--- src/verilog/soc_defs.svh ---
`ifndef SOC_DEFS_SVH
`define SOC_DEFS_SVH

// Bus widths
`define SOC_ADDR_W 32
`define SOC_DATA_W 32

// Region field in address bits 31..28
`define SOC_REGION_W 4
`define SOC_REGION_RAM 1
`define SOC_REGION_BRIDGE 5

// Far side of the peripheral bridge
`define SOC_FAR_ADDR_W 28
`define SOC_FAR_TIMER 0
`define SOC_FAR_DMA 7

// Block RAM depth in words
`define SOC_RAM_WORDS 1024

// Peripheral register word offsets
`define SOC_REG_IDX_W 2
`define TMR_COUNT 0
`define TMR_COMPARE 1
`define TMR_CTRL 2
`define DMA_SRC 0
`define DMA_DST 1
`define DMA_LEN 2
`define DMA_CTRL 3

`endif

--- src/verilog/soc_pkg.sv ---
`include "soc_defs.svh"

package soc_pkg;

	typedef logic [`SOC_ADDR_W-1:0] addr_t;
	typedef logic [`SOC_DATA_W-1:0] data_t;
	typedef logic [`SOC_REGION_W-1:0] region_t;
	typedef logic [`SOC_REG_IDX_W-1:0] reg_idx_t;

	// Request toward a slave, rw high for write
	typedef struct packed {
		logic request;
		logic rw;
		addr_t address;
		data_t wdata;
	} bus_req_t;

	typedef struct packed {
		logic ready;
		data_t rdata;
	} bus_rsp_t;

	// Instruction fetch is read only
	typedef struct packed {
		logic request;
		addr_t address;
	} fetch_req_t;

	typedef enum logic {
		ARB_IDLE,
		ARB_BUSY
	} arb_state_t;

	typedef enum logic [1:0] {
		DMA_IDLE,
		DMA_READ,
		DMA_WRITE
	} dma_state_t;

endpackage

--- src/verilog/soc_timer.sv ---
`timescale 1ns/10ps
`include "soc_defs.svh"

module soc_timer (
	input  logic               clock,
	input  logic               i_rst_n,
	input  soc_pkg::bus_req_t  i_req,
	output soc_pkg::bus_rsp_t  o_rsp,
	output logic               o_irq
);
	import soc_pkg::*;

	data_t count;
	data_t compare;
	logic enable;
	logic ready_q;
	data_t rdata_q;
	reg_idx_t reg_idx;
	logic access;
	logic wr;

	assign reg_idx = i_req.address[`SOC_REG_IDX_W+1:2];
	assign access = i_req.request && !ready_q;
	assign wr = access && i_req.rw;

	//========================================
	// Counter and registers

	always_ff @(posedge clock or negedge i_rst_n) begin
		if (!i_rst_n) begin
			ready_q <= 1'b0;
			enable <= 1'b0;
			count <= '0;
			compare <= '0;
		end else begin
			ready_q <= access;
			// Counter load wins over counting
			if (wr && reg_idx == `TMR_COUNT)
				count <= i_req.wdata;
			else if (enable)
				count <= count + 1'b1;
			if (wr && reg_idx == `TMR_COMPARE)
				compare <= i_req.wdata;
			if (wr && reg_idx == `TMR_CTRL)
				enable <= i_req.wdata[0];
		end
	end

	always_ff @(posedge clock) begin
		if (access) begin
			case (reg_idx)
				`TMR_COUNT: rdata_q <= count;
				`TMR_COMPARE: rdata_q <= compare;
				`TMR_CTRL: rdata_q <= data_t'(enable);
				default: rdata_q <= '0;
			endcase
		end
	end

	// Level interrupt, follows count and compare directly
	assign o_irq = enable && (count >= compare);

	always_comb begin
		o_rsp.ready = ready_q;
		o_rsp.rdata = rdata_q;
	end

endmodule

--- config.mk ---
export PLATFORM = sky130hd
export DESIGN_NAME = soc_timer
export DESIGN_NICKNAME = d
export VERILOG_FILES = /design/src/verilog/soc_pkg.sv /design/src/verilog/soc_timer.sv
export VERILOG_INCLUDE_DIRS = /design/src /design/src/verilog
export SDC_FILE = /design/constraint.sdc
export NUM_CORES = 1
export LEC_CHECK = 0
export BUFFER_PORTS_ARGS = -buffer_cell sky130_fd_sc_hd__buf_2
export CAP_MARGIN = 20
export CORE_ASPECT_RATIO = 1.75
export CORE_MARGIN = 2
export CORE_UTILIZATION = 51
export DETAILED_ROUTE_END_ITERATION = 6
export GPL_ROUTABILITY_DRIVEN = 0
export GPL_TIMING_DRIVEN = 0
export PLACE_DENSITY_LB_ADDON = 0.2
export REMOVE_ABC_BUFFERS = 1
export SLEW_MARGIN = 20
export SYNTH_ARGS = -nofsm -noshare
export SYNTH_HDL_FRONTEND = slang
export SYNTH_SLANG_ARGS = --single-unit
--- constraint.sdc ---
create_clock -name clock -period 2.3 [get_ports clock]
set_input_delay 0.115 -clock clock [delete_from_list [all_inputs] [get_ports clock]]
set_output_delay 0.115 -clock clock [all_outputs]
set_load 0.01 [all_outputs]
==> results.tsv <==
stage	metric	value	unit
routing	finalWirelength	12100	um
run_status	violations	setup timing	
floorplan	core	10300	um^2
synth	ys_seq_area_share	48.4	%
floorplan	fp.dieW	81.8	um
synth	yosys_register_bits	98	
finish	final_util	64.4	%
routing	vias	4007	
power	ir_drop	0.460	mV
place	port_buffers	71	
finish	stdcell_count	728	
floorplan	initial_core_util	52.4	%
timing	finalHoldViolCount	0	
routing	drc_errors	0	
clock_network	insertion_delay	0.34	ns
floorplan	die_area	11500	um^2
setup_path	cp_max_fo	2	
finish	nets	697	
timing	worst_slack	-0.0557	ns
synth	synth_area_per_cell	10.7	um^2
finish	drive_gt1_share	28.3	%
clock_network	h-tree-depth	3	
synth	synth-main-ff-cell	dfrtp_1	
clock_network	numCtsBuffers	9	
synth	synth-edff-count	32	
routing	drtIter0Drc	200	
setup_path	crit_path_frequent_cell	o21ai_2	
place	post-place-cells	686	
timing	finalSetupViolCount	1	
place	post-place-ws	-0.462	ns
clock_network	clock_path_buffers	2	
routing	firstDrtPassIters	4	
power	p_leak	0.00288	uW
synth	synth_area_leaders	dfrtp_1 (31%), edfxtp_1 (18%), ha_1 (7.6%), mux2_2 (7.1%), mux2i_1 (6.1%)	
synth	ys_types	42	
global_route	first_global_vias	4267	
setup_path	start_kind	register	
timing	drv_slew	0	
power	p_per_area	927	nW/um^2
setup_path	crit-reg2reg-launch	enable$_DFFE_PN0P_	
finish	final_cell_mix	buf_2 (69), dfrtp_1 (60), nand2_1 (48)	
routing	ant_nets	0	
setup_path	crit_chain	inv_1, ha_4, a21o_1, a211oi_2, o21ai_2, a2111oi_4, o21ai_2, buf_2	
synth	async_flop_share	67.3	%
synth	yosysWarnings	0	
setup_path	slowest_stage	a2111oi_4	
routing	routedWlPerCell	16.6	um
run_status	status	finished, violations left	
power	design_power_total	6150	uW
timing	relSlewSlack	49.6	%
global_route	grt_max_degree	37	
clock_network	clkSinkCount	98	
synth	synth_area	5400	um^2
global_route	gr-total-overflow	0	
finish	syn_to_final_growth	22.9	%
global_route	grt_pass1_wl	20300	um
setup_path	critPathLaunch	compare[6]$_DFFE_PN0P_	
global_route	antenna_found_initial	0	
finish	layout_commonest_cell	buf_2	
setup_path	slowest_delay	0.39	ns
floorplan	die_y	140	um
timing	period_minus_slack	2.36	ns
timing	rsz0062_at_grt	yes	
clock_network	clk_pin_slew_worst_paths	0.06	ns
setup_path	crit_buf_inv	2	
setup_path	critPathCaptureType	primary output	
setup_path	crit_type	register to primary output	
routing	viasPerCell	5.50	
place	dp_hpwl	8120	um
clock_network	cts_root_buffer	clkbuf_16	
timing	max_slew.worst_pin.slew	0.756	ns
timing	fin_skew	0.00462	ns
run	drv_cap	0	
synth	yosysTopAreaCell	dfrtp_1	
floorplan	ios	102	
finish	n_antenna_cell	0	
timing	post-route-period-util	102	%
setup_path	worstPathRequired	2.18	ns
setup_path	critPathTopFamily	compound AO/OA/AOI/OAI gates	
setup_path	critical_path_arrival	2.24	ns
timing	finalHoldWorstSlack	0.00991	ns
worst_hold_path	hp-class	input pin to register	
synth	netlist.area_leader.share	30.6	%
global_route	grtUsageTotal	22.9	%
synth	syn-instance-count	504	
floorplan	num_rows	49	
clock_network	cts_tree	built	
timing	max_freq	424	MHz
worst_hold_path	hp-start	i_req[28]	
==> registers in the layout, indices dropped and copies added, names as in the netlist <==
register and cells:
ready_q 1, compare 32, enable 1, count 32
rdata_q 32
==> report_power, final <==
| part | total [uW] | internal [uW] | switching [uW] |
|---|---|---|---|
| combinational | 1970 | 975 | 990 |
| clock | 1570 | 931 | 642 |
| sequential | 2610 | 2220 | 398 |
==> cell families (layout without fill, tap and decap cells) <==
kind of cell | Yosys count | count (layout) | synth area share [%]
compound gates | 61 | 61 | 6.49
xor+xnor | 30 | 30 | 4.87
fa+ha+maj | 33 | 33 | 7.65
buf+inv | 65 | 162 | 4.89
flops | 98 | 98 | 48.4
mux | 67 | 67 | 13.2
simple gates | 150 | 150 | 14.5
==> metal layers <==
metal	GRT usage, %	part of all wire [%]	up-vias
li1	-	-	1939
met1	26.6	40	1988
met2	41.1	55	59
met3	3.16	2.3	21
met4	9.12	2.6	0
met5	0	0	-
==> worst register-to-register path: cells and delay by family (launching register included) <==
kind / cells / cell delay [ns]
AND/OR/NAND/NOR: 4 / 1.04
flip-flops: 1 / 0.62
multiplexers: 1 / 0.36
==> repair_timing <==
item                                   in CTS  in global routing
setup endpoints to repair                   1                  6
buffers inserted                            6                  0
endpoints found under the hold margin      49                  0
hold buffers                               20                  0
gates cloned                                0                  0
pin swaps                                   6                  2
resized for setup                          20                  7
==> Yosys cell counts (4+ instances only) <==
master,instances
xor2_1,4
nor3_1,9
nor2_1,42
ha_1,33
nand3_1,12
nand4_1,7
mux2_2,34
nor4_2,7
inv_1,41
edfxtp_1,32
mux2i_1,33
nor4_1,4
buf_1,6
xnor2_1,26
clkbuf_1,11
o21ai_1,25
o21ai_0,12
buf_2,4
a21oi_1,9
and4_1,5
nand2_1,49
dfrtp_1,66
==> final timing paths <==
kind | depth (start not counted) | slack, ns | end
max reg2reg | 5 | 0.23 | count[31]$_DFFE_PN0P_
max in group asynchronous | 3 | 1.49 | count[2]$_DFFE_PN0P_
max | 8 | -0.06 | o_irq
min reg2reg | 1 | 0.53 | compare[17]$_DFFE_PN0P_
min | 3 | 0.01 | count[28]$_DFFE_PN0P_
min in group asynchronous | 2 | 0.25 | count[11]$_DFFE_PN0P_
==> area by class of cell <==
type                       count  area (um^2)
fill                         834         3660
multi-input combinational    341         2660
sequential                    98         2620
timing repair buffer         105          729
clock buffer                  12          267
tap                          127          159
inverter                      41          154
clock inverter                 4         48.8
==> stage by stage <==
step,TNS (ns),cell area [um^2]
global route,-0.121,6640
global placement,-179.29,5800
floorplan,-61.07,5290
CTS,-0.0595,6590
detailed placement,-3.17,5950
finish,-0.0557,6640
(Power assumes the default switching activity.)
