$ cat src/verilog/soc_defs.svh
`ifndef SOC_DEFS_SVH
`define SOC_DEFS_SVH

// Bus widths
`define SOC_ADDR_W 32
`define SOC_DATA_W 32

// Region field in address bits 31..28
`define SOC_REGION_W 4
`define SOC_REGION_RAM 1
`define SOC_REGION_BRIDGE 5

// Far side of the peripheral bridge
`define SOC_FAR_ADDR_W 28
`define SOC_FAR_TIMER 0
`define SOC_FAR_DMA 7

// Block RAM depth in words
`define SOC_RAM_WORDS 1024

// Peripheral register word offsets
`define SOC_REG_IDX_W 2
`define TMR_COUNT 0
`define TMR_COMPARE 1
`define TMR_CTRL 2
`define DMA_SRC 0
`define DMA_DST 1
`define DMA_LEN 2
`define DMA_CTRL 3

`endif

$ cat src/verilog/soc_pkg.sv
`include "soc_defs.svh"

package soc_pkg;

	typedef logic [`SOC_ADDR_W-1:0] addr_t;
	typedef logic [`SOC_DATA_W-1:0] data_t;
	typedef logic [`SOC_REGION_W-1:0] region_t;
	typedef logic [`SOC_REG_IDX_W-1:0] reg_idx_t;

	// Request toward a slave, rw high for write
	typedef struct packed {
		logic request;
		logic rw;
		addr_t address;
		data_t wdata;
	} bus_req_t;

	typedef struct packed {
		logic ready;
		data_t rdata;
	} bus_rsp_t;

	// Instruction fetch is read only
	typedef struct packed {
		logic request;
		addr_t address;
	} fetch_req_t;

	typedef enum logic {
		ARB_IDLE,
		ARB_BUSY
	} arb_state_t;

	typedef enum logic [1:0] {
		DMA_IDLE,
		DMA_READ,
		DMA_WRITE
	} dma_state_t;

endpackage

$ cat src/verilog/dma_engine.sv
`timescale 1ns/10ps
`include "soc_defs.svh"

module dma_engine (
	input  logic               clock,
	input  logic               i_rst_n,

	// Register port behind the bridge
	input  soc_pkg::bus_req_t  i_reg_req,
	output soc_pkg::bus_rsp_t  o_reg_rsp,

	// Master port toward the arbiter
	output soc_pkg::bus_req_t  o_bus_req,
	input  soc_pkg::bus_rsp_t  i_bus_rsp
);
	import soc_pkg::*;

	dma_state_t state;
	addr_t src;
	addr_t dst;
	data_t len;
	data_t word;
	data_t reg_rdata;
	logic reg_ready;
	reg_idx_t reg_idx;
	logic reg_access;
	logic busy;

	assign reg_idx = i_reg_req.address[`SOC_REG_IDX_W+1:2];
	assign reg_access = i_reg_req.request && !reg_ready;
	assign busy = (state != DMA_IDLE);

	//========================================
	// Copy FSM

	// Register writes only land while idle
	always_ff @(posedge clock or negedge i_rst_n) begin
		if (!i_rst_n) begin
			state <= DMA_IDLE;
			reg_ready <= 1'b0;
			src <= '0;
			dst <= '0;
			len <= '0;
		end else begin
			reg_ready <= reg_access;
			case (state)
				DMA_IDLE: begin
					if (reg_access && i_reg_req.rw) begin
						case (reg_idx)
							`DMA_SRC: src <= i_reg_req.wdata;
							`DMA_DST: dst <= i_reg_req.wdata;
							`DMA_LEN: len <= i_reg_req.wdata;
							// Zero length is done at once
							default: if (i_reg_req.wdata[0] && len != '0) state <= DMA_READ;
						endcase
					end
				end
				DMA_READ: begin
					if (i_bus_rsp.ready)
						state <= DMA_WRITE;
				end
				DMA_WRITE: begin
					if (i_bus_rsp.ready) begin
						src <= src + 32'd4;
						dst <= dst + 32'd4;
						len <= len - 1'b1;
						state <= (len == 32'd1) ? DMA_IDLE : DMA_READ;
					end
				end
				default: state <= DMA_IDLE;
			endcase
		end
	end

	always_ff @(posedge clock) begin
		if (reg_access) begin
			case (reg_idx)
				`DMA_SRC: reg_rdata <= src;
				`DMA_DST: reg_rdata <= dst;
				`DMA_LEN: reg_rdata <= len;
				default: reg_rdata <= data_t'(busy);
			endcase
		end
		if (state == DMA_READ && i_bus_rsp.ready)
			word <= i_bus_rsp.rdata;
	end

	always_comb begin
		o_reg_rsp.ready = reg_ready;
		o_reg_rsp.rdata = reg_rdata;

		o_bus_req.request = busy;
		o_bus_req.rw = (state == DMA_WRITE);
		o_bus_req.address = (state == DMA_WRITE) ? dst : src;
		o_bus_req.wdata = word;
	end

endmodule

$ cat config.mk
export PLATFORM = sky130hd
export DESIGN_NAME = dma_engine
export DESIGN_NICKNAME = d
export VERILOG_FILES = /design/src/verilog/soc_pkg.sv /design/src/verilog/dma_engine.sv
export VERILOG_INCLUDE_DIRS = /design/src /design/src/verilog
export SDC_FILE = /design/constraint.sdc
export NUM_CORES = 1
export LEC_CHECK = 0
export ABC_AREA = 1
export BUFFER_PORTS_ARGS = -buffer_cell sky130_fd_sc_hd__buf_2
export CAP_MARGIN = 20
export CORE_MARGIN = 5
export CORE_UTILIZATION = 46
export DETAILED_ROUTE_END_ITERATION = 10
export PLACE_DENSITY = 0.72
export SETUP_SLACK_MARGIN = 0.05
export SYNTH_ARGS = -nofsm -noshare
export SYNTH_HDL_FRONTEND = slang
export SYNTH_SLANG_ARGS = --single-unit
export TNS_END_PERCENT = 50
$ cat constraint.sdc
create_clock -name clock -period 3.02 [get_ports clock]
set_clock_uncertainty 0.1 [all_clocks]
set_input_delay 0.151 -clock clock [delete_from_list [all_inputs] [get_ports clock]]
set_output_delay 0.151 -clock clock [all_outputs]
set_load 0.01 [all_outputs]
==> results of run 1 <==
[area by class of cell]
type	count	share of cell area [%]
clock inverter	15	1.519
tap	270	2.868
multi-input combinational	978	37.80
sequential	163	37.35
clock buffer	17	3.612
inverter	147	4.685
timing repair buffer	230	12.16
[placed cells by master, fill, tap and decap left out, types with 8 or more instances in the layout]
| cell type | n |
|---|---|
| a31oi_1 | 19 |
| buf_2 | 168 |
| buf_4 | 16 |
| dlygate4sd3_1 | 44 |
| o221ai_1 | 31 |
| a21oi_1 | 57 |
| nor3_1 | 9 |
| o21ai_0 | 93 |
| nand3_1 | 69 |
| edfxtp_1 | 64 |
| inv_1 | 139 |
| nor2_1 | 249 |
| a22oi_1 | 8 |
| nand4_1 | 12 |
| nand2_1 | 381 |
| clkbuf_16 | 17 |
| dfrtp_1 | 99 |
[routing by layer]
layer  part of all wire (%)  wire (um)  vias up  global-route usage (%)
met1                     42      14000     4737                   37.96
met2                     45      15060      595                   44.03
li1                       -          -     4792                       -
met4                    2.6        878        0                   8.579
met3                     10       3488       65                   5.532
met5                      0          0        -                       0
[per-stage QoR]
step	power (mW)	setup WS [ns]	hold WS, ns
after detailed placement	7.238	0.4678	0.06964
after global routing	10.16	0.08699	0.02840
after floorplan	5.927	0.1986	-0.2446
after global placement	7.120	0.5456	0.07325
after CTS	9.481	0.1980	0.007672
final	9.546	0.1411	0.01836
[path summary, 6_finish.rpt]
path                               startpoint       endpoint  slack [ns]  depth (start not counted)
worst max-delay path                 state[1]  o_bus_req[48]        0.14                          7
worst min-delay path            i_reg_req[17]        dst[17]        0.02                          4
worst max register to register       state[1]        src[18]        0.36                         10
worst min register to register         dst[0]         dst[0]        0.43                          2
max in group asynchronous             i_rst_n        src[12]        1.94                          3
min in group asynchronous             i_rst_n         dst[1]        0.13                          2
[sequential cells by signal, summed over array words and instances (netlist names)]
name,cells
src,32
word,32
reg_ready,1
len,32
dst,32
reg_rdata,32
state,2
[critical path: cells and delay by family (launching register included)]
kind | cells | cell delay [ns]
and+or+nand+nor | 2 | 0.18
DFF | 1 | 0.54
buffers and inverters | 4 | 1.16
AOI/OAI and AO/OA | 1 | 0.26
[power by group]
group / total [mW] / leakage [nW] / switching, mW / internal, mW
Clock: 2.19 / 0.288 / 1.07 / 1.12
Sequential: 3.94 / 1.74 / 0.903 / 3.04
Combinational: 3.41 / 3.29 / 2.22 / 1.19
[repair_timing]
action                                 in CTS  in global routing
endpoints found under the hold margin      87                  0
setup endpoints to repair                   0                  3
resized for setup                           0                  1
hold buffers                               44                  0
[logic make-up after synthesis]
group,count (synthesis)
DFF,163
adders and majority gates,4
xor gates and xnor gates,8
buffers and inverters,193
and+or+nand+nor,733
AOI/OAI and AO/OA,233
==> metrics.cfg, run 1 <==
[logic_synthesis]
synth_fp_nets=1439
yosys.area.top_type=dfrtp_1
netlist_instances=1334
ys_ff_latch=163
synth_area_leaders=dfrtp_1, edfxtp_1, nand2_1, nor2_1, inv_1
synth_top_cell_area_share_pct=25.77
seq_area_frac_synth_pct=45.77
synth_compound_area_share_pct=14.40
syn_avg_cell_area_um2=7.205
synth_edf_count=64
ys.flop_type=dfrtp_1
yosys-top-cells-count=nand2_1, nor2_1, inv_1
synth.cell_area_um2=9612
ys_warn_count=0
postSynth.asyncResetShare_pct=60.74
synthAdderAreaFrac_pct=0.5207
synth.distinct_cells=39
synth_most_common_cell=nand2_1
synth_mux_area_share_pct=0
synth_simple_gate_area_share_pct=30.56
synth_xor_area_share_pct=0.7290
synth_top_family_by_area=simple AND/OR/NAND/NOR gates

[sta]
hold_viol=0
clock.fmax_ghz=0.3474
max_slew_margin_pct=50.21
fin_crit_ns=2.879
fin_setup_tns_ns=0
finalSetupViolCount=0
rsz0062_at_grt=no
finalCritPeriodShare_pct=95.33
final_max_slew_viol_count=0
worst_pin_slew_ns=0.7460

[drt]
wl_per_cell_um=18.37
via_per_inst=5.598
dr.pass1.iters=9
ant_nets=0
via_count=10190
routed_wl_um=33430
drc_errors=1
drtIter0Drc=1173

[clocking]
insertion_delay_ns=0.45
cts.sinks=163
clkTransAtPathRegs_ns=0.08
htree_levels=4
cts_buffer_depth=2
cts_tree=done
cts_inserted_buffers=17
cts_setup_buffers=0
cts-root-buf=clkbuf_16

[grt]
grt_max_degree=63
grt_pass1_vias=9642
track_usage_pct=27.56
antenna_found_initial=0
grt_first_pass_wirelength_um=52030
grt_overflow=0

[floorplan]
die_width_um=154.6
ios=200
start_util_pct=47.05
fp.dieH_um=154.6
die_area_um2=23890
coreArea_um2=20430
rows=52

[place]
dpl_cell_area_um2=10730
numPortBuffers=169
placedCellCount=1744
gp_congestion=0.9715
dp_hpwl_um=25090

[pwr]
total_leakage_power_nw=5.317
peakVddDrop_v=0.0003309
p_per_area_nw_per_um2=810.5

[cells_and_area]
syn2layout_area_growth_pct=22.53
final_util_pct=57.65
stdcell_area_um2=11780
final-seq-area_um2=4399
fillers=1918
multi_input_area_um2=4452
n_antenna_cell=0
drive_gt1_share_pct=15.29
nets=1642
finalNonFillerCells=1820

[setup_path]
worstSetupPathType=register to primary output
slowest_stage=dfrtp_1
path_max_fanout=47
cp_cell_sequence=inv_2 > nor2_8 > inv_2 > buf_4 > nor2_1 > a21oi_1 > buf_2
cp.arrival_ns=2.63
cp-end-kind=primary output
startpoint_type=register
max_stage_delay_ns=0.54
crit_path_frequent_cell=inv_2
cp.required_ns=2.77

[hold_path]
hp-class=input port to register

[run_status]
status=complete, but fails checks
violations=DRC

[job]
drv_cap=0

Power figures use the tool's default switching activity.
==> inputs of run 2 (changes only) <==
--- a/config.mk
+++ b/config.mk
@@ -13,4 +13,5 @@
 export CORE_UTILIZATION = 46
 export DETAILED_ROUTE_END_ITERATION = 10
+export GPL_ROUTABILITY_DRIVEN = 0
 export PLACE_DENSITY = 0.72
 export SETUP_SLACK_MARGIN = 0.05
--- a/constraint.sdc
+++ b/constraint.sdc
@@ -3,3 +3,3 @@
 set_input_delay 0.151 -clock clock [delete_from_list [all_inputs] [get_ports clock]]
 set_output_delay 0.151 -clock clock [all_outputs]
-set_load 0.01 [all_outputs]
+set_load 0.005 [all_outputs]
==> run 2 against run 1 <==
Compared with the run above:
- flip-flop and latch count is the same
- highest routed layer unchanged
- hold slack lost 0.0038 ns
- non-clock buffer count shrank 4
- combinational power shrank 4%
- clock-buffer cell count is the same
- critical path depth is the same
- worst setup slack gained 0.38 ns
- sequential share of layout area grew 0.079 points
- sequential power is essentially flat
- the flow now finishes without violations
==> metrics.cfg, run 2 (synthesis results as in run 1) <==
[pwr]
p_seq_share_pct=41.9
p_per_area_nw_per_um2=799.3
swShare_pct=43.13
peakVddDrop_v=0.0003374
p_sw_mw=4.051
p_clk_share_pct=23.3
internal-power_mw=5.342
total_leakage_power_nw=5.307
comb_power_share_pct=34.8

[sta]
max_slew_margin_pct=35.60
hold_viol=0
rsz0062_at_grt=no
finalCritPeriodShare_pct=82.71
fin_setup_tns_ns=0
fin_crit_ns=2.498
clock.fmax_ghz=0.4003
worst_pin_slew_ns=0.9660
final_max_slew_viol_count=0
finalSetupViolCount=0

[setup_path]
cp_cell_sequence=inv_2 > nor2_8 > inv_2 > buf_12 > nor2_1 > a21oi_1 > buf_2
crit_path_frequent_cell=inv_2
cp_num_buf_inv=4
startpoint_type=register
cp_top_family=buffers and inverters
path_max_fanout=80
max_stage_delay_ns=0.40
cp.required_ns=2.77
cp.arrival_ns=2.25
worstSetupPathType=register to primary output
cp-end-kind=primary output
slowest_stage=dfrtp_1

[clocking]
cts_buffer_depth=2
cts_inserted_buffers=17
insertion_delay_ns=0.44
cts_setup_buffers=0
cts-resized-gates=0
cts_hold_buf=41
cts_tree=done
cts.sinks=163
clkTransAtPathRegs_ns=0.07
cts-root-buf=clkbuf_16
htree_levels=4

[floorplan]
die_area_um2=23890
rows=52
ios=200
fp.dieH_um=154.6
coreArea_um2=20430
start_util_pct=47.05
die_width_um=154.6

[grt]
use_met2_pct=44.65
grt_pass1_vias=9500
grt_use_met1_pct=36.47
busiest_layer=met2
antenna_found_initial=1
grt_overflow=0
met3_usage_pct=5.616
track_usage_pct=27.33
grt_first_pass_wirelength_um=51720
grt_max_degree=102

[drt]
wl_per_cell_um=18.23
via_per_inst=5.637
routed_wl_um=33100
dr.pass1.iters=6
drc_errors=0
ant_nets=0
via_count=10240
drtIter0Drc=1288

[cells_and_area]
stdcell_area_um2=11750
fillers=1882
n_antenna_cell=0
final_common_cell=nand2_1
nets=1638
final_cell_mix=nand2_1, nor2_1, buf_2
syn2layout_area_growth_pct=22.27
drive_gt1_share_pct=15.27

[run_status]
status=completed

[place]
dpl_cell_area_um2=10730
dp_hpwl_um=23870
numPortBuffers=169

[job]
drv_cap=0

[hold_path]
hp-class=input port to register

==> run 2: cell count changes in the layout (fill, tap and decap cells not counted), sizes merged <==
| cell | change |
|---|---|
| clkinvlp | -1 |
| buf | -1 |
| clkinv | +1 |
| dlygate4sd3 | -3 |
==> run 2: path summary, 6_finish.rpt <==
path | startpoint | end | slack (ns) | depth (start not counted)
hold reg to reg | src[22] | src[22] | 0.45 | 2
max in group asynchronous | i_rst_n | dst[21] | 1.68 | 3
min in group asynchronous | i_rst_n | src[0] | 0.30 | 2
setup / recovery | state[1] | o_bus_req[48] | 0.52 | 7
hold / removal | i_reg_req[64] | dst[1] | 0.01 | 3
setup reg to reg | state[1] | src[23] | 0.56 | 9
==> run 2: area by class of cell <==
cell class | count | area, um^2 | area share, %
multi-input cells | 978 | 4452 | 37.88
well taps | 270 | 337.8 | 2.874
clock inverters | 15 | 182.7 | 1.554
inverters | 147 | 551.8 | 4.695
flip-flops and latches | 163 | 4399 | 37.43
repair buffers | 226 | 1404 | 11.95
clock buffers | 17 | 425.4 | 3.620
==> run 2: worst min-delay path, cell delays in order <==
cell and delay [ns]:
buf_2 0.11, nand4_1 0.15, o21ai_0 0.10
==> run 2: power by group through the flow <==
stage               clock network [mW]  logic (mW)  registers [mW]
finish                            2.19        3.27            3.93
global route                      2.31        3.65            4.03
CTS                               2.21        3.21            3.88
detailed placement                   0        3.15            3.92
global placement                     0        3.08            3.89
floorplan                            0        2.12            3.69
==> run 2: metrics by stage <==
step	cells	power, mW	utilization (%)	hold slack (ns)	setup WS (ns)
after floorplan	1334	5.808	-	-0.2446	0.1986
after global placement	1743	6.970	52.54	0.2277	0.6829
after detailed placement	1743	7.068	52.54	0.2294	0.6088
after CTS	1816	9.308	57.53	0.005631	0.5620
after global routing	1816	9.993	57.53	0.03370	0.3464
final	1816	9.393	57.53	0.01455	0.5220
==> run 2: metal layers <==
layer  wire, um  part of all wire (%)
met4        901                   2.7
met5          0                     0
met3       4019                    12
met2      15430                    47
met1      12750                    39
