<file path="config.mk">
export PLATFORM = sky130hd
export DESIGN_NAME = bus_access
export DESIGN_NICKNAME = d
export VERILOG_FILES = /design/src/verilog/soc_pkg.sv /design/src/verilog/bus_access.sv
export VERILOG_INCLUDE_DIRS = /design/src /design/src/verilog
export SDC_FILE = /design/constraint.sdc
export NUM_CORES = 1
export LEC_CHECK = 0
export ABC_CLOCK_PERIOD_IN_PS = 3840
export BUFFER_PORTS_ARGS = -buffer_cell sky130_fd_sc_hd__buf_2
export CAP_MARGIN = 30
export CELL_PAD_IN_SITES_DETAIL_PLACEMENT = 1
export CELL_PAD_IN_SITES_GLOBAL_PLACEMENT = 1
export CORE_AREA = 4 4 138 140
export CTS_BUF_LIST = sky130_fd_sc_hd__clkbuf_8
export CTS_CLUSTER_SIZE = 12
export DETAILED_ROUTE_END_ITERATION = 6
export DIE_AREA = 0 0 142 144
export GPL_TIMING_DRIVEN = 0
export PLACE_DENSITY_LB_ADDON = 0.05
export SYNTH_ARGS = -nofsm -noshare
export SYNTH_HDL_FRONTEND = slang
export SYNTH_SLANG_ARGS = --single-unit
</file>
<file path="constraint.sdc">
create_clock -name clock -period 3.84 [get_ports clock]
set_input_delay 0.768 -clock clock [delete_from_list [all_inputs] [get_ports clock]]
set_output_delay 0.768 -clock clock [all_outputs]
set_load 0.02 [all_outputs]
</file>
<file path="src/verilog/soc_defs.svh">
`ifndef SOC_DEFS_SVH
`define SOC_DEFS_SVH

// Bus widths
`define SOC_ADDR_W 32
`define SOC_DATA_W 32

// Region field in address bits 31..28
`define SOC_REGION_W 4
`define SOC_REGION_RAM 1
`define SOC_REGION_BRIDGE 5

// Far side of the peripheral bridge
`define SOC_FAR_ADDR_W 28
`define SOC_FAR_TIMER 0
`define SOC_FAR_DMA 7

// Block RAM depth in words
`define SOC_RAM_WORDS 1024

// Peripheral register word offsets
`define SOC_REG_IDX_W 2
`define TMR_COUNT 0
`define TMR_COMPARE 1
`define TMR_CTRL 2
`define DMA_SRC 0
`define DMA_DST 1
`define DMA_LEN 2
`define DMA_CTRL 3

`endif

</file>
<file path="src/verilog/soc_pkg.sv">
`include "soc_defs.svh"

package soc_pkg;

	typedef logic [`SOC_ADDR_W-1:0] addr_t;
	typedef logic [`SOC_DATA_W-1:0] data_t;
	typedef logic [`SOC_REGION_W-1:0] region_t;
	typedef logic [`SOC_REG_IDX_W-1:0] reg_idx_t;

	// Request toward a slave, rw high for write
	typedef struct packed {
		logic request;
		logic rw;
		addr_t address;
		data_t wdata;
	} bus_req_t;

	typedef struct packed {
		logic ready;
		data_t rdata;
	} bus_rsp_t;

	// Instruction fetch is read only
	typedef struct packed {
		logic request;
		addr_t address;
	} fetch_req_t;

	typedef enum logic {
		ARB_IDLE,
		ARB_BUSY
	} arb_state_t;

	typedef enum logic [1:0] {
		DMA_IDLE,
		DMA_READ,
		DMA_WRITE
	} dma_state_t;

endpackage

</file>
<file path="src/verilog/bus_access.sv">
`timescale 1ns/10ps

module bus_access (
	input  logic                 clock,
	input  logic                 i_rst_n,

	// Port A, instruction fetch
	input  soc_pkg::fetch_req_t  i_pa_req,
	output soc_pkg::bus_rsp_t    o_pa_rsp,

	// Port B, data
	input  soc_pkg::bus_req_t    i_pb_req,
	output soc_pkg::bus_rsp_t    o_pb_rsp,

	// Port C, DMA engine
	input  soc_pkg::bus_req_t    i_pc_req,
	output soc_pkg::bus_rsp_t    o_pc_rsp,

	// Single system bus
	output soc_pkg::bus_req_t    o_bus_req,
	input  soc_pkg::bus_rsp_t    i_bus_rsp
);
	import soc_pkg::*;

	localparam logic [1:0] PORT_A = 2'd0;
	localparam logic [1:0] PORT_B = 2'd1;
	localparam logic [1:0] PORT_C = 2'd2;

	arb_state_t state;
	logic [1:0] grant;

	//========================================
	// Grant FSM

	// Fixed priority B, then C, then A
	always_ff @(posedge clock or negedge i_rst_n) begin
		if (!i_rst_n) begin
			state <= ARB_IDLE;
			grant <= PORT_A;
		end else begin
			case (state)
				ARB_IDLE: begin
					if (i_pb_req.request) begin
						grant <= PORT_B;
						state <= ARB_BUSY;
					end else if (i_pc_req.request) begin
						grant <= PORT_C;
						state <= ARB_BUSY;
					end else if (i_pa_req.request) begin
						grant <= PORT_A;
						state <= ARB_BUSY;
					end
				end
				ARB_BUSY: begin
					// One transaction per grant
					if (i_bus_rsp.ready)
						state <= ARB_IDLE;
				end
				default: state <= ARB_IDLE;
			endcase
		end
	end

	//========================================
	// System bus request

	always_comb begin
		case (grant)
			PORT_B: o_bus_req = i_pb_req;
			PORT_C: o_bus_req = i_pc_req;
			default: begin
				// Fetch never writes
				o_bus_req.request = i_pa_req.request;
				o_bus_req.rw = 1'b0;
				o_bus_req.address = i_pa_req.address;
				o_bus_req.wdata = '0;
			end
		endcase
		if (state != ARB_BUSY)
			o_bus_req.request = 1'b0;
	end

	//========================================
	// Response routing

	// Only the granted port sees ready and data
	always_comb begin
		o_pa_rsp = '0;
		o_pb_rsp = '0;
		o_pc_rsp = '0;
		if (state == ARB_BUSY) begin
			case (grant)
				PORT_B: o_pb_rsp = i_bus_rsp;
				PORT_C: o_pc_rsp = i_bus_rsp;
				default: o_pa_rsp = i_bus_rsp;
			endcase
		end
	end

endmodule

</file>
==> qor.yml, run 1 <==
endpoint_kind: "primary output"
period_share_pct: 69.1
place_ws_ns: 1.35
grt_overflow_total: 0
synthAdderAreaFrac_pct: 1.27
core_um2: 17800
fin_nets: 896
r2r_slack_ns: 2.80
rsz0062_at_grt: "no"
leakage_nw: 2.78
cts_tree: "yes"
finalSetupViolations: 0
slew_viol_final: 0
fmax_ghz: 0.377
power.density_nw_per_um2: 428
die-width_um: 142
cts_sinks: 3
syn_area_um2: 1970
grtUsageTotal_pct: 15.1
fin_skew_ns: 0.00210
antenna_found_initial: 1
holdWs_ns: 0.339
dieArea_um2: 20400
slowest_stage: "ha_1"
antenna_left: 0
maxCapViolCount: 0
crit_fanout: 10
reg2reg_to: "state"
postCtsSetupRepairBufs: 0
use_met3_pct: 3.51
cts_root_buffer: "clkbuf_8"
initial_utilization_pct: 11.0
tightest_slew_ns: 0.441
status: "finished clean"
clkLatencyLatePin_ns: 0.22
syn_inst: 325
synth-compound-area-share_pct: 35.4
first_pass_iters: 4
peakVddDrop_uv: 115
ys_types: 23
muxShareOfSynthArea_pct: 0
gp_congestion: 0.780
max_stage_delay_ns: 0.46
slew_headroom_pct: 70.6
grt_max_degree: 11
met2_usage_pct: 29.9
cts_resized: 0
cp_data_required_time_ns: 3.07
synth.avg_cell_area_um2: 6.06
drc: 0
clk_path_buf_depth: 2
busiest_layer: "met2"
avgRoutedWirePerCell_um: 18.7
viasPerCell: 4.36
crit_type: "flop to primary output"
arrival_ns: 1.89
synth-simple-area-share_pct: 44.8
ys_warn_count: 0
critPathTopFamily: "buffers and inverters"
hold_path_class: "primary input to asynchronous set/reset pin"
crit-reg2reg-launch: "state"
start_kind: "flop"
ys_seq_area_share_pct: 3.81
placementRows: 49
dr.first_iter.drc_count: 127
synth_top_family_by_area: "simple AND/OR/NAND/NOR gates"
portBuffers: 364
layout-drive-gt1-share_pct: 58.9
finalSetupTns_ns: 0
fin_crit_ns: 2.65
cts_max_level: 1
post-place-cells: 918
syn2layout_area_growth_pct: 110
met1_usage_pct: 16.4
grt_pass1_wl_mm: 24.4
r2r_cells: 3
numCtsBuffers: 3
path_cells: "inv_1, ha_1, buf_6, buf_4, nand2_1, o21ai_0, buf_2"
yosys.area_share.xor_xnor_pct: 0
fin_cells: 923
dieHeight_um: 144
setup_ws_ns: 1.19
wl_mm: 17.2
top_level_ports: 365
vias: 4021
syn-num-nets: 527
path_buf_inv: 4
clk_pin_slew_ns: 0.03
dp_hpwl_mm: 14.4
finalHoldViolCount: 0
grt_pass1_vias: 4289
ctsHoldBuffers: 0
synth-seq-cells: 3
==> cell usage in the layout, fill, tap and decap left out, drive strengths merged, types with 2 or more instances in the layout <==
cell type  count
o21ai         33
dfrtp          3
nor2          33
nand2         32
and3          99
ha             2
a22oi         65
buf          394
inv            4
clkbuf        20
==> flip-flops by register name, indices dropped and copies added, names as in the netlist <==
signal / cells
grant: 2
state: 1
==> report_power, final <==
part	internal [W]	switching, W	total [W]	leakage (nW)
sequential	0.0000370	0.00000369	0.0000407	0.0351
combinational	0.000561	0.00107	0.00163	2.72
clock	0.0000683	0.0000234	0.0000917	0.0269
total	0.000666	0.00110	0.00177	2.78
==> cells by family (layout without fill, tap and decap cells) <==
group                      Yosys count  after routing
DFF                                  3              3
AOI/OAI and AO/OA                  103            103
adders and majority gates            2              2
and+or+nand+nor                    167            167
other                                0              1
buffers and inverters               50            418
==> cell usage after synthesis (all sizes together) <==
cell	n	area, um2
a21oi	1	5.00
a221oi	1	15.0
a22o	1	8.76
a22oi	65	488
a2bb2oi	1	8.76
and3	99	619
buf	30	204
clkbuf	17	75.1
dfrtp	3	75.1
ha	2	25.0
inv	3	11.3
nand2	32	120
nor2	33	124
nor2b	1	6.26
nor3	1	5.00
nor4	1	6.26
o21ai	33	165
o22ai	1	6.26
==> area by class of cell <==
type,instances,area (um2)
tap,229,287
sequential,3,75.1
clock buffer,3,41.3
clock inverter,1,3.75
fill,2339,13700
antenna,1,2.50
buffer,47,279
inverter,3,11.3
multi-input combinational,272,1600
timing repair buffer,364,1820
==> stage by stage <==
stage,power [W],util (%),area [um2]
2_1_floorplan,0.00104,-,1970
3_3_place_gp,0.00169,22.8,4080
3_5_place_dp,0.00171,22.8,4080
4_1_cts,0.00181,23.1,4120
5_1_grt,0.00192,23.1,4120
6_report,0.00177,23.1,4120
==> worst max path at each step <==
stage	slack, ns	endpoint	startpoint	cells after the start
floorplan	1.62	o_bus_req[65]	grant[0]	5
global placement	1.39	o_pa_rsp[26]	grant[0]	6
CTS	1.10	o_bus_req[61]	grant[0]	7
global route	1.0	o_bus_req[34]	grant[0]	7
detailed placement	1.35	o_bus_req[61]	grant[0]	7
finish	1.19	o_bus_req[63]	grant[0]	7
==> metal layers <==
layer / wire, um / share of wire, %
met1: 6450 / 37
met2: 9320 / 54
met3: 1300 / 7.5
met4: 176 / 1.0
met5: 0 / 0
Note: power is estimated with default switching activity, not from simulation.
==> inputs of run 2 (changes only) <==
- ABC_CLOCK_PERIOD_IN_PS: 3840 -> 2300
- CORE_AREA: 4 4 138 140 -> 4 4 140 142
- DIE_AREA: 0 0 142 144 -> 0 0 144 146
- clock period: 3.84 -> 2.3 ns (I/O delays scaled with it)
==> qor.yml, run 2 (synthesis gave the netlist of run 1 again) <==
status: "finished clean"
dieArea_um2: 21000
internal-power_w: 0.00114
top_level_ports: 365
route.met2.wl_mm: 9.42
mostFrequentLayoutCells: "buf_2 (375), and3_1 (99), a22oi_1 (65), nor2_1 (33), nand2_1 (32)"
slew_viol_final: 0
finalSetupViolations: 0
clkPwrFrac_pct: 5.0
slew_headroom_pct: 70.0
reg_top3: "grant: 2 flops, state: 1 flops"
cts_max_level: 1
syn2layout_area_growth_pct: 111
top_register: "grant"
clkLatencyLatePin_ns: 0.22
power_frac_comb_pct: 92.7
cts_tree: "yes"
antenna_left: 0
antenna_found_initial: 1
initial_utilization_pct: 10.7
fillCellCount: 2435
period_share_pct: 95.3
drc: 0
grtUsageTotal_pct: 14.9
cts_sinks: 3
p_seq_share_pct: 2.3
crit_fanout: 10
crit_type: "flop to primary output"
power.density_nw_per_um2: 717
fin_crit_ns: 2.19
finalHoldViolCount: 0
die-width_um: 144
layout-drive-gt1-share_pct: 59.8
fmax_ghz: 0.456
post-place-cells: 923
avgRoutedWirePerCell_um: 18.8
maxCapViolCount: 0
postCtsSetupRepairBufs: 0
dieHeight_um: 146
leakage_nw: 2.80
fin_cells: 927
clk_pin_slew_ns: 0.03
wl_mm: 17.4
grt_overflow_total: 0
largest_register_ffs: 2
tightest_slew_ns: 0.451
clk_path_buf_depth: 2
start_kind: "flop"
rsz0062_at_grt: "no"
hold_path_class: "primary input to asynchronous set/reset pin"
core_um2: 18500
grt_pass1_wl_mm: 24.7
fin_skew_ns: 0.00155
setup_ws_ns: 0.109
cp_data_required_time_ns: 1.84
portBuffers: 364
top_layer: "met4"
gp_congestion: 0.749
arrival_ns: 1.73
critPathLaunch: "grant[0]"
endpoint_kind: "primary output"
wl_met3_mm: 1.37
vias: 4014
placementRows: 50
crit-reg2reg-launch: "state"
grt_pass1_vias: 4249
final_common_cell: "buf_2"
swShare_pct: 61.6
finalSetupTns_ns: 0
grt_max_degree: 11
first_pass_iters: 4
peakVddDrop_uv: 186
cts_root_buffer: "clkbuf_8"
fin_nets: 895
p_sw_w: 0.00184
place_ws_ns: 0.122
viasPerCell: 4.33
numCtsBuffers: 3
wl_met1_mm: 6.42
dr.first_iter.drc_count: 94
dp_hpwl_mm: 14.5
run 2: cell types whose count changed in the layout (fill, tap and decap cells not counted):
cell      before  now
buf_4         14   11
ha_4           0    1
buf_8          0    1
ha_1           2    1
buf_6          3    4
clkbuf_4       0    2
buf_2        377  375
o21ai_1        5    6
clkbuf_2       9   15
o21ai_0       28   27
clkbuf_1       8    2
run 2: worst paths after layout:
path                                 end  slack [ns]  cells after the start
min in group clock                 state        0.47                      2
max                        o_bus_req[36]        0.11                      7
min                                state        0.04                      1
min reg2reg                     grant[0]        0.57                      1
max reg2reg                     grant[0]        1.23                      4
max in group asynchronous       grant[0]        2.15                      1
run 2: power by group through the flow:
stage	Sequential, W	Combinational [W]	Clock (W)
after floorplan	0.0000669	0.00166	0
after global placement	0.0000685	0.00276	0
after detailed placement	0.0000688	0.00279	0
after CTS	0.0000701	0.00281	0.000155
after global routing	0.0000712	0.00302	0.000159
final	0.0000700	0.00276	0.000149
run 2: layout make-up:
cell class                 count  area [um2]  area share (%)
tap                          234         293            7.04
buffer                        46         293            7.04
clock inverter                 1        3.75          0.0903
multi-input combinational    272        1620            38.8
inverter                       3        11.3           0.271
clock buffer                   3        41.3           0.993
antenna                        1        2.50          0.0602
sequential                     3        75.1            1.81
timing repair buffer         364        1820            43.9
run 2: layer usage:
layer / GRT usage [%] / vias up
met3: 3.48 / 12
met1: 15.9 / 1869
met4: 2.31 / 0
met5: 0 / -
met2: 29.4 / 194
li1: - / 1939
run 2: what timing repair did:
item                       4_1_cts  5_1_grt
hold buffers                     0        0
gates resized for setup          3       16
setup endpoints to repair       83       60
run 2: stage by stage:
stage               power, W  util (%)  hold slack (ns)  area [um2]
global route         0.00325      22.5           0.0403        4160
detailed placement   0.00285      22.1            0.266        4080
CTS                  0.00304      22.4           0.0336        4140
finish               0.00298      22.5           0.0390        4160
global placement     0.00283      22.1            0.260        4080
floorplan            0.00173         -            0.164        1970
run 2: critical path, cell delays in order (launching register included):
cell     delay, ns
dfrtp_1       0.38
inv_1         0.09
ha_4          0.32
buf_6         0.17
buf_4         0.19
nand2_1       0.06
o21ai_0       0.09
buf_2         0.21
==> inputs of run 3 (changes only) <==
- MAX_ROUTING_LAYER: default -> met4
==> qor.yml, run 3 (synthesis gave the netlist of run 1 again) <==
status: "finished clean"
crit_type: "flop to primary output"
peakVddDrop_uv: 189
grt_pass1_vias: 4289
dieHeight_um: 146
finalSetupTns_ns: 0
clk_path_buf_depth: 2
fillCellCount: 2434
mostFrequentLayoutCells: "buf_2 (376), and3_1 (99), a22oi_1 (65), nor2_1 (33), nand2_1 (32)"
start_kind: "flop"
place_ws_ns: 0.122
numCtsBuffers: 3
drc: 0
first_pass_iters: 6
fin_crit_ns: 2.19
fin_area_um2: 4160
clkLatencyLatePin_ns: 0.22
wl_mm: 17.4
antenna_left: 0
viasPerCell: 4.34
cts_tree: "yes"
initial_utilization_pct: 10.7
crit_fanout: 10
fmax_ghz: 0.457
period_share_pct: 95.1
grt_overflow_total: 0
die-width_um: 144
finalSetupViolations: 0
leakage_nw: 2.79
syn2layout_area_growth_pct: 111
placementRows: 50
cts_max_level: 1
antenna_found_initial: 1
vias: 4025
layout-drive-gt1-share_pct: 59.7
cp_data_required_time_ns: 1.84
setup_ws_ns: 0.113
hold_path_class: "primary input to asynchronous set/reset pin"
largest_register_ffs: 2
rsz0062_at_grt: "yes"
gp_congestion: 0.761
top_register: "grant"
endpoint_kind: "primary output"
fin_nets: 895
reg_top3: "grant: 2 flops, state: 1 flops"
grt_max_degree: 11
cts_sinks: 3
grt_pass1_wl_mm: 24.6
fin_skew_ns: 0.00200
maxCapViolCount: 0
dp_hpwl_mm: 14.5
dr.first_iter.drc_count: 83
tightest_slew_ns: 0.459
arrival_ns: 1.73
portBuffers: 364
cts_root_buffer: "clkbuf_8"
final_common_cell: "buf_2"
final_util_pct: 22.5
grtUsageTotal_pct: 15.3
dieArea_um2: 21000
placed_cell_area_um2: 4080
clk_pin_slew_ns: 0.03
core_um2: 18500
avgRoutedWirePerCell_um: 18.8
top_level_ports: 365
power.density_nw_per_um2: 717
finalHoldViolCount: 0
slew_headroom_pct: 69.4
slew_viol_final: 0
==> run 3: timing repair <==
| item | CTS | global route |
|---|---|---|
| buffers inserted | 0 | 0 |
| cloned | 0 | 0 |
| resized for setup | 3 | 13 |
| hold buffers | 0 | 0 |
| endpoints found under the setup margin | 83 | 60 |
| hold endpoints to repair | 0 | 0 |
==> run 3: report_power, final <==
part           switching [W]  internal [W]
logic                0.00179      0.000966
registers         0.00000814     0.0000619
clock network      0.0000347      0.000114
==> run 3: routing by layer <==
layer | GRT usage, % | wire [um]
met3 | 2.23 | 1140
met4 | 2.68 | 274
met2 | 29.2 | 9390
met1 | 16.5 | 6620
met5 | - | 0
==> run 3: final cells by class <==
cell class	instances	area (um2)	area share, %
clock buffers	3	41.3	0.994
well taps	234	293	7.05
inverters	3	11.3	0.271
diodes	1	2.50	0.0602
plain buffers	46	289	6.96
repair buffers	364	1820	43.9
clock inverters	1	3.75	0.0903
multi-input cells	272	1620	38.9
flip-flops and latches	3	75.1	1.81
==> run 3: critical path, cell delays in order, from the launching register on <==
cell	delay, ns
dfrtp_1	0.38
inv_1	0.09
ha_4	0.32
buf_6	0.17
buf_4	0.19
nand2_1	0.06
o21ai_0	0.09
buf_2	0.21
==> run 3: path summary, 6_finish.rpt <==
kind,start,endpoint,slack (ns),cells past startpoint
worst max-delay path,grant[0],o_bus_req[36],0.11,7
worst min-delay path,i_rst_n,state,0.04,1
worst max register to register,state,grant[0],1.24,4
worst min register to register,grant[0],grant[0],0.57,1
max in group asynchronous,i_rst_n,grant[0],2.15,1
min in group clock,i_bus_rsp[32],state,0.47,2
==> run 3: stage by stage <==
stage | total power, W | hold slack (ns) | instances
global placement | 0.00283 | 0.260 | 923
global route | 0.00324 | 0.0403 | 927
CTS | 0.00304 | 0.0336 | 927
floorplan | 0.00173 | 0.164 | 325
detailed placement | 0.00285 | 0.266 | 923
finish | 0.00298 | 0.0392 | 927
